## config.mk

```make
export PLATFORM = sky130hd
export DESIGN_NAME = rat_bypass
export DESIGN_NICKNAME = d
export VERILOG_FILES = /design/src/rat_pkg.sv /design/src/rat_bypass.sv
export VERILOG_INCLUDE_DIRS = /design/src
export SDC_FILE = /design/constraint.sdc
export NUM_CORES = 1
export LEC_CHECK = 0
export ABC_AREA = 1
export ABC_CLOCK_PERIOD_IN_PS = 2300
export CAP_MARGIN = 20
export CORE_MARGIN = 8
export CORE_UTILIZATION = 31
export DETAILED_ROUTE_END_ITERATION = 10
export DONT_BUFFER_PORTS = 1
export SETUP_SLACK_MARGIN = 0.15
export SLEW_MARGIN = 0
export SYNTH_ARGS = -nofsm -noshare
export SYNTH_HDL_FRONTEND = slang
export SYNTH_SLANG_ARGS = --single-unit
```

## constraint.sdc

```tcl
create_clock -name vclk -period 2.3
set_input_delay 0.46 -clock vclk [all_inputs]
set_output_delay 0.46 -clock vclk [all_outputs]
set_load 0.05 [all_outputs]
```

## src/rat_defs.svh

```systemverilog
`ifndef RAT_DEFS_SVH
`define RAT_DEFS_SVH

// table geometry
`define RAT_NUM_AREGS 40
`define RAT_BANK_SIZE 8
`define RAT_NUM_BANKS 5

// field widths
`define RAT_AREG_W 6
`define RAT_TAG_W 9
`define RAT_FUN_W 10
`define RAT_GRP_IDX_W 4

// port counts
`define RAT_RD_PORTS 3
`define RAT_WR_PORTS 3
`define RAT_RET_PORTS 3

// values an entry holds after reset
`define RAT_TAG_RESET {`RAT_TAG_W{1'b1}}
`define RAT_FUN_RESET {1'b0, {(`RAT_FUN_W-1){1'b1}}}

`endif
```

## src/rat_pkg.sv

```systemverilog
`include "rat_defs.svh"

package rat_pkg;

  typedef logic [`RAT_AREG_W-1:0] areg_t;

  // one rename slot of the current group
  typedef struct packed {
    logic                     wen;
    areg_t                    areg;
    logic [`RAT_TAG_W-1:0]     tag;
    logic [`RAT_FUN_W-1:0]     fun;
    logic [`RAT_GRP_IDX_W-1:0] grp_idx;
  } rename_slot_t;

  typedef struct packed {
    logic                 wen;
    logic [`RAT_TAG_W-1:0] tag;
  } retire_slot_t;

  typedef struct packed {
    logic [`RAT_TAG_W-1:0] tag;
    logic [`RAT_FUN_W-1:0] fun;
    logic                 retired;
    logic                 is_dep;
  } read_result_t;

  // stored state of one architectural register
  typedef struct packed {
    logic [`RAT_TAG_W-1:0] tag;
    logic [`RAT_FUN_W-1:0] fun;
    logic                 retired;
  } entry_t;

endpackage

```

## src/rat_bypass.sv

```systemverilog
`timescale 1ns/1ps
`include "rat_defs.svh"

module rat_bypass (
  input  logic [`RAT_GRP_IDX_W-1:0] grp_idx,
  input  rat_pkg::rename_slot_t     rename [`RAT_WR_PORTS],
  output logic [`RAT_TAG_W-1:0]     tag,
  output logic [`RAT_FUN_W-1:0]     fun
);

  // wen is ignored here, a producer in the group is a dependency either way
  logic                  hit;
  logic [`RAT_TAG_W-1:0] hit_tag;
  logic [`RAT_FUN_W-1:0] hit_fun;

  // walk from the top down so the lowest matching slot ends up selected
  always_comb
  begin
    hit     = 1'b0;
    hit_tag = '0;
    hit_fun = '0;
    for (int i = `RAT_WR_PORTS - 1; i >= 0; i--)
    begin
      if (rename[i].grp_idx == grp_idx)
      begin
        hit     = 1'b1;
        hit_tag = rename[i].tag;
        hit_fun = rename[i].fun;
      end
    end
  end

  // no producer in the group: look like a freshly reset entry
  assign tag = hit ? hit_tag : `RAT_TAG_RESET;
  assign fun = hit ? hit_fun : `RAT_FUN_RESET;

endmodule

```

==> flow_metrics.env, run 1 <==
export IMPL_setup_tns_ns=0
export IMPL_drt_first_pass_iters=4
export IMPL_port_buffers=0
export IMPL_nets=339
export IMPL_worst_ir_drop_vdd_mv=0.174
export IMPL_antenna_found_initial=0
export IMPL_drv_slew=0
export IMPL_status="finished, final reports clean"
export IMPL_p_switching_mw=0.357
export IMPL_vias=1395
export IMPL_crit_type="input pin to output pin"
export IMPL_drtIter0Drc=42
export IMPL_grt_overflow=0
export IMPL_area_delta_synth_final_pct=38.8
export IMPL_clock_fmax_mhz=490
export IMPL_pwr_share_clk_pct=0
export IMPL_grt_max_degree=20
export IMPL_critical_path_top_delay_family="simple AND/OR/NAND/NOR gates"
export IMPL_first_global_vias=1390
export IMPL_vias_per_cell=4.83
export IMPL_worst_endpoint_required_ns=1.84
export IMPL_num_antenna_cells=0
export IMPL_avgRoutedWirePerCell_um=13.6
export IMPL_rsz0062_at_grt="yes"
export IMPL_critical_path_cell_chain="inv_2, nand2_1, nand2_1, nor2_2, nand2_1, buf_4, nand2_1, nand3_1, nand2_1, buf_12"
export IMPL_critPathMostFrequentCell="nand2_1"
export IMPL_netlist_area_um2=1060
export IMPL_slew_headroom_pct=84.8
export IMPL_synth_area_per_cell_um2=4.68
export IMPL_num_clock_buffers=0
export IMPL_finalHoldViolations=0
export IMPL_syn_inst=227
export IMPL_hpwl_mm=3.29
export IMPL_p_leak_nw=0.877
export IMPL_cp_start_kind="input pin"
export IMPL_critPathMaxStageDelay_ns=0.22
export IMPL_cp_num_buf_inv=3
export IMPL_multi_input_area_um2=821
export IMPL_syn_nets=321
export IMPL_combPwrFrac_pct=100.0
export IMPL_coreArea_um2=3310
export IMPL_swShare_pct=58.3
export IMPL_dieWidth_um=74.5
export IMPL_placementRows=21
export IMPL_fillers=380
export IMPL_end_kind="output pin"
export IMPL_fin_crit_sh_pct=88.6
export IMPL_worst_slack_ns=0.261
export IMPL_grt_pass1_wl_mm=6.07
export IMPL_maxCapViolCount=0
export IMPL_place_ws_ns=0.211
export IMPL_grt_usage_pct=13.3
export IMPL_die_height_um=74.5
export IMPL_yosys_warnings=0
export IMPL_yosysSeqAreaShare_pct=0
export IMPL_io_pins=113
export IMPL_seq_cells=0
export IMPL_seq_power_share_pct=0
export IMPL_postCtsHoldBufs=0
export IMPL_yosysUniqueCellTypes=12
export IMPL_final_min_clock_period_ns=2.04
export IMPL_power_density_nw_per_um2=415
export IMPL_intPower_mw=0.255
export IMPL_worstMarginPinSlew_ns=0.228
export IMPL_ant_nets=0
export IMPL_drcViolationCount=0
export IMPL_crit_path_top_delay_cell="buf_4"
export IMPL_die_area_um2=5560
export IMPL_arrival_ns=1.58
export IMPL_place_gp_congestion=0.842
export IMPL_seqCellArea_um2=0
export IMPL_initial_core_util_pct=32.1
export IMPL_cp_max_fo=10
export IMPL_wl_mm=3.93
export IMPL_drive_gt1_share_pct=17.3
export IMPL_hp_class="input pin to output pin"
export IMPL_setup_violations=0
-- Yosys cell counts --
| cell type | n | share of area [%] |
|---|---|---|
| buf_2 | 1 | 0.47 |
| nor2_1 | 3 | 1.1 |
| nand3b_1 | 19 | 13 |
| inv_1 | 28 | 9.9 |
| nor2_2 | 3 | 1.8 |
| nand3_2 | 1 | 0.94 |
| nand2_1 | 114 | 40 |
| buf_6 | 7 | 7.4 |
| buf_4 | 6 | 4.2 |
| inv_2 | 6 | 2.1 |
| clkinv_2 | 1 | 0.47 |
| nand3_1 | 38 | 18 |
-- tightest hold or removal path: stages --
cell     delay [ns]
nand2_1        0.04
nand2_1        0.10
buf_12         0.14
-- power groups by stage --
stage	clock, mW	sequential, mW	combinational (mW)
finish	0	0	0.612
floorplan	0	0	0.365
detailed placement	0	0	0.609
global placement	0	0	0.603
global route	0	0	0.660
CTS	0	0	0.610
-- path summary, 6_finish.rpt --
check,end,cells after the start,from,slack [ns]
setup / recovery,fun[6],10,grp_idx[1],0.26
hold / removal,fun[9],3,rename[73],1.21
-- area by class of cell --
type	instances	area share [%]
multi-input cells	179	55.7
repair buffers	29	31.2
inverters	35	9.25
well taps	46	3.90
-- cell families after synthesis --
kind of cell	synth area share [%]
AND/OR/NAND/NOR	75.4
buffers and inverters	24.6
-- timing repair --
item                       4_1_cts  5_1_grt
resized for setup                0        5
buffers inserted                 0        0
setup endpoints to repair        0       18
-- cells in the final DEF (no fill, tap or decap), types with 3 or more instances in the layout --
cell type and instances:
nand3_1 38, nor2_1 3, nand3b_1 19, nand2_1 113
buf_4 9, inv_1 28, nor2_2 3, inv_2 6
buf_12 19
-- layer usage --
layer	vias to the layer above	GRT usage, %	wire, um
met5	-	0	0
met4	0	0.870	27
met3	2	5.12	586
met2	64	24.5	1840
met1	599	14.5	1480
li1	730	-	-
-- stage by stage --
| stage | power (mW) | utilization [%] | hold WS (ns) | instances | cell area [um2] |
|---|---|---|---|---|---|
| 6_report | 0.612 | 44.5 | 1.21 | 289 | 1470 |
| 5_1_grt | 0.660 | 44.5 | 1.24 | 289 | 1470 |
| 4_1_cts | 0.610 | 43.7 | 1.21 | 288 | 1450 |
| 3_5_place_dp | 0.609 | 43.7 | 1.21 | 288 | 1450 |
| 3_3_place_gp | 0.603 | 43.7 | 1.19 | 288 | 1450 |
| 2_1_floorplan | 0.365 | - | 1.24 | 227 | 1060 |
No activity file was read; power rests on OpenSTA's default activity.
==> run 2: changes to the inputs <==
- PLACE_DENSITY: not set -> 0.41
==> flow_metrics.env, run 2 (synthesis gave the netlist of run 1 again) <==
export IMPL_worst_endpoint_required_ns=1.84
export IMPL_critical_path_cell_chain="inv_2, nand2_1, nand2_1, nor2_1, nand2_1, buf_4, nand3_1, nand2_1, buf_12"
export IMPL_grt_usage_pct=13.0
export IMPL_finalHoldViolations=0
export IMPL_worstMarginPinSlew_ns=0.224
export IMPL_cp_num_buf_inv=3
export IMPL_initial_core_util_pct=32.1
export IMPL_grt_pass1_wl_mm=5.86
export IMPL_drtIter0Drc=50
export IMPL_hp_class="input pin to output pin"
export IMPL_num_antenna_cells=0
export IMPL_slew_headroom_pct=85.0
export IMPL_critPathMostFrequentCell="nand2_1"
export IMPL_critical_path_top_delay_family="simple AND/OR/NAND/NOR gates"
export IMPL_fillers=386
export IMPL_min_to="fun[9]"
export IMPL_final_cell_mix="114 x nand2_1, 38 x nand3_1, 28 x inv_1"
export IMPL_placementRows=21
export IMPL_grt_overflow=0
export IMPL_hpwl_mm=3.27
export IMPL_end_kind="output pin"
export IMPL_maxCapViolCount=0
export IMPL_dieWidth_um=74.5
export IMPL_drv_slew=0
export IMPL_final_min_clock_period_ns=1.97
export IMPL_area_delta_synth_final_pct=35.6
export IMPL_setup_tns_ns=0
export IMPL_avgRoutedWirePerCell_um=13.5
export IMPL_p_leak_nw=0.857
export IMPL_drcViolationCount=0
export IMPL_worstHoldStart="rename[73]"
export IMPL_dp_cells=286
export IMPL_drt_first_pass_iters=4
export IMPL_rsz0062_at_grt="no"
export IMPL_final_common_cell="nand2_1"
export IMPL_port_buffers=0
export IMPL_antenna_found_initial=0
export IMPL_clock_fmax_mhz=506
export IMPL_nets=336
export IMPL_wl_mm=3.86
export IMPL_crit_type="input pin to output pin"
export IMPL_vias_per_cell=4.75
export IMPL_postCtsHoldBufs=0
export IMPL_seq_cells=0
export IMPL_coreArea_um2=3310
export IMPL_setup_violations=0
export IMPL_die_area_um2=5560
export IMPL_vias=1359
export IMPL_die_height_um=74.5
export IMPL_ant_nets=0
export IMPL_cp_start_kind="input pin"
export IMPL_seqCellArea_um2=0
export IMPL_arrival_ns=1.51
export IMPL_cp_max_fo=19
export IMPL_worst_ir_drop_vdd_mv=0.166
export IMPL_fin_crit_sh_pct=85.8
export IMPL_drive_gt1_share_pct=15.8
export IMPL_fin_cells=286
export IMPL_first_global_vias=1286
export IMPL_holdPathStages=3
export IMPL_crit_path_top_delay_cell="buf_4"
export IMPL_grt_max_degree=20
export IMPL_critPathMaxStageDelay_ns=0.28
export IMPL_power_density_nw_per_um2=418
export IMPL_io_pins=113
export IMPL_status="finished, final reports clean"
export IMPL_cts_setup_buffers=0
export IMPL_place_gp_congestion=0.820
export IMPL_num_clock_buffers=0
export IMPL_ctsResizeCount=0
## run 2: cell types whose count changed in the layout (fill, tap and decap cells not counted)
cell / delta
buf_4: -1
buf_6: -1
clkinv_4: -1
inv_4: +1
nand2_1: +1
nand2_2: -1
nand3_2: -1
## run 2: layout make-up
type	instances	area [um2]	area share, %
Inverter	35	134	9.30
Tap cell	46	57.6	4.00
Multi-Input combinational cell	178	808	56.1
Timing Repair Buffer	27	440	30.6
## run 2: worst max-delay path by stage
stage | startpoint | cells after the start | end
2_1_floorplan | grp_idx[1] | 10 | fun[0]
3_3_place_gp | grp_idx[2] | 10 | fun[6]
3_5_place_dp | grp_idx[2] | 10 | fun[7]
4_1_cts | grp_idx[2] | 10 | fun[7]
5_1_grt | rename[63] | 11 | fun[4]
6_report | grp_idx[2] | 9 | fun[0]
## run 2: where the power goes
group	switching (mW)	internal [mW]	leakage (nW)
Combinational	0.351	0.250	0.857
Sequential	0	0	0
Clock	0	0	0
Total	0.351	0.250	0.857
## run 2: through the flow
| step | worst slack, ns | area [um2] | util (%) | hold slack (ns) | power [mW] |
|---|---|---|---|---|---|
| 2_1_floorplan | 0.345 | 1060 | - | 1.24 | 0.365 |
| 3_3_place_gp | 0.249 | 1430 | 43.2 | 1.20 | 0.604 |
| 3_5_place_dp | 0.209 | 1430 | 43.2 | 1.20 | 0.609 |
| 4_1_cts | 0.210 | 1430 | 43.2 | 1.20 | 0.610 |
| 5_1_grt | 0.194 | 1440 | 43.5 | 1.24 | 0.645 |
| 6_report | 0.326 | 1440 | 43.5 | 1.20 | 0.602 |
## run 2: layer usage
layer	vias to the layer above	routed length [um]	global-route usage [%]
met5	-	0	0
met4	0	0	0
met3	0	455	4.31
met2	55	1810	23.5
met1	587	1600	15.3
li1	717	-	-
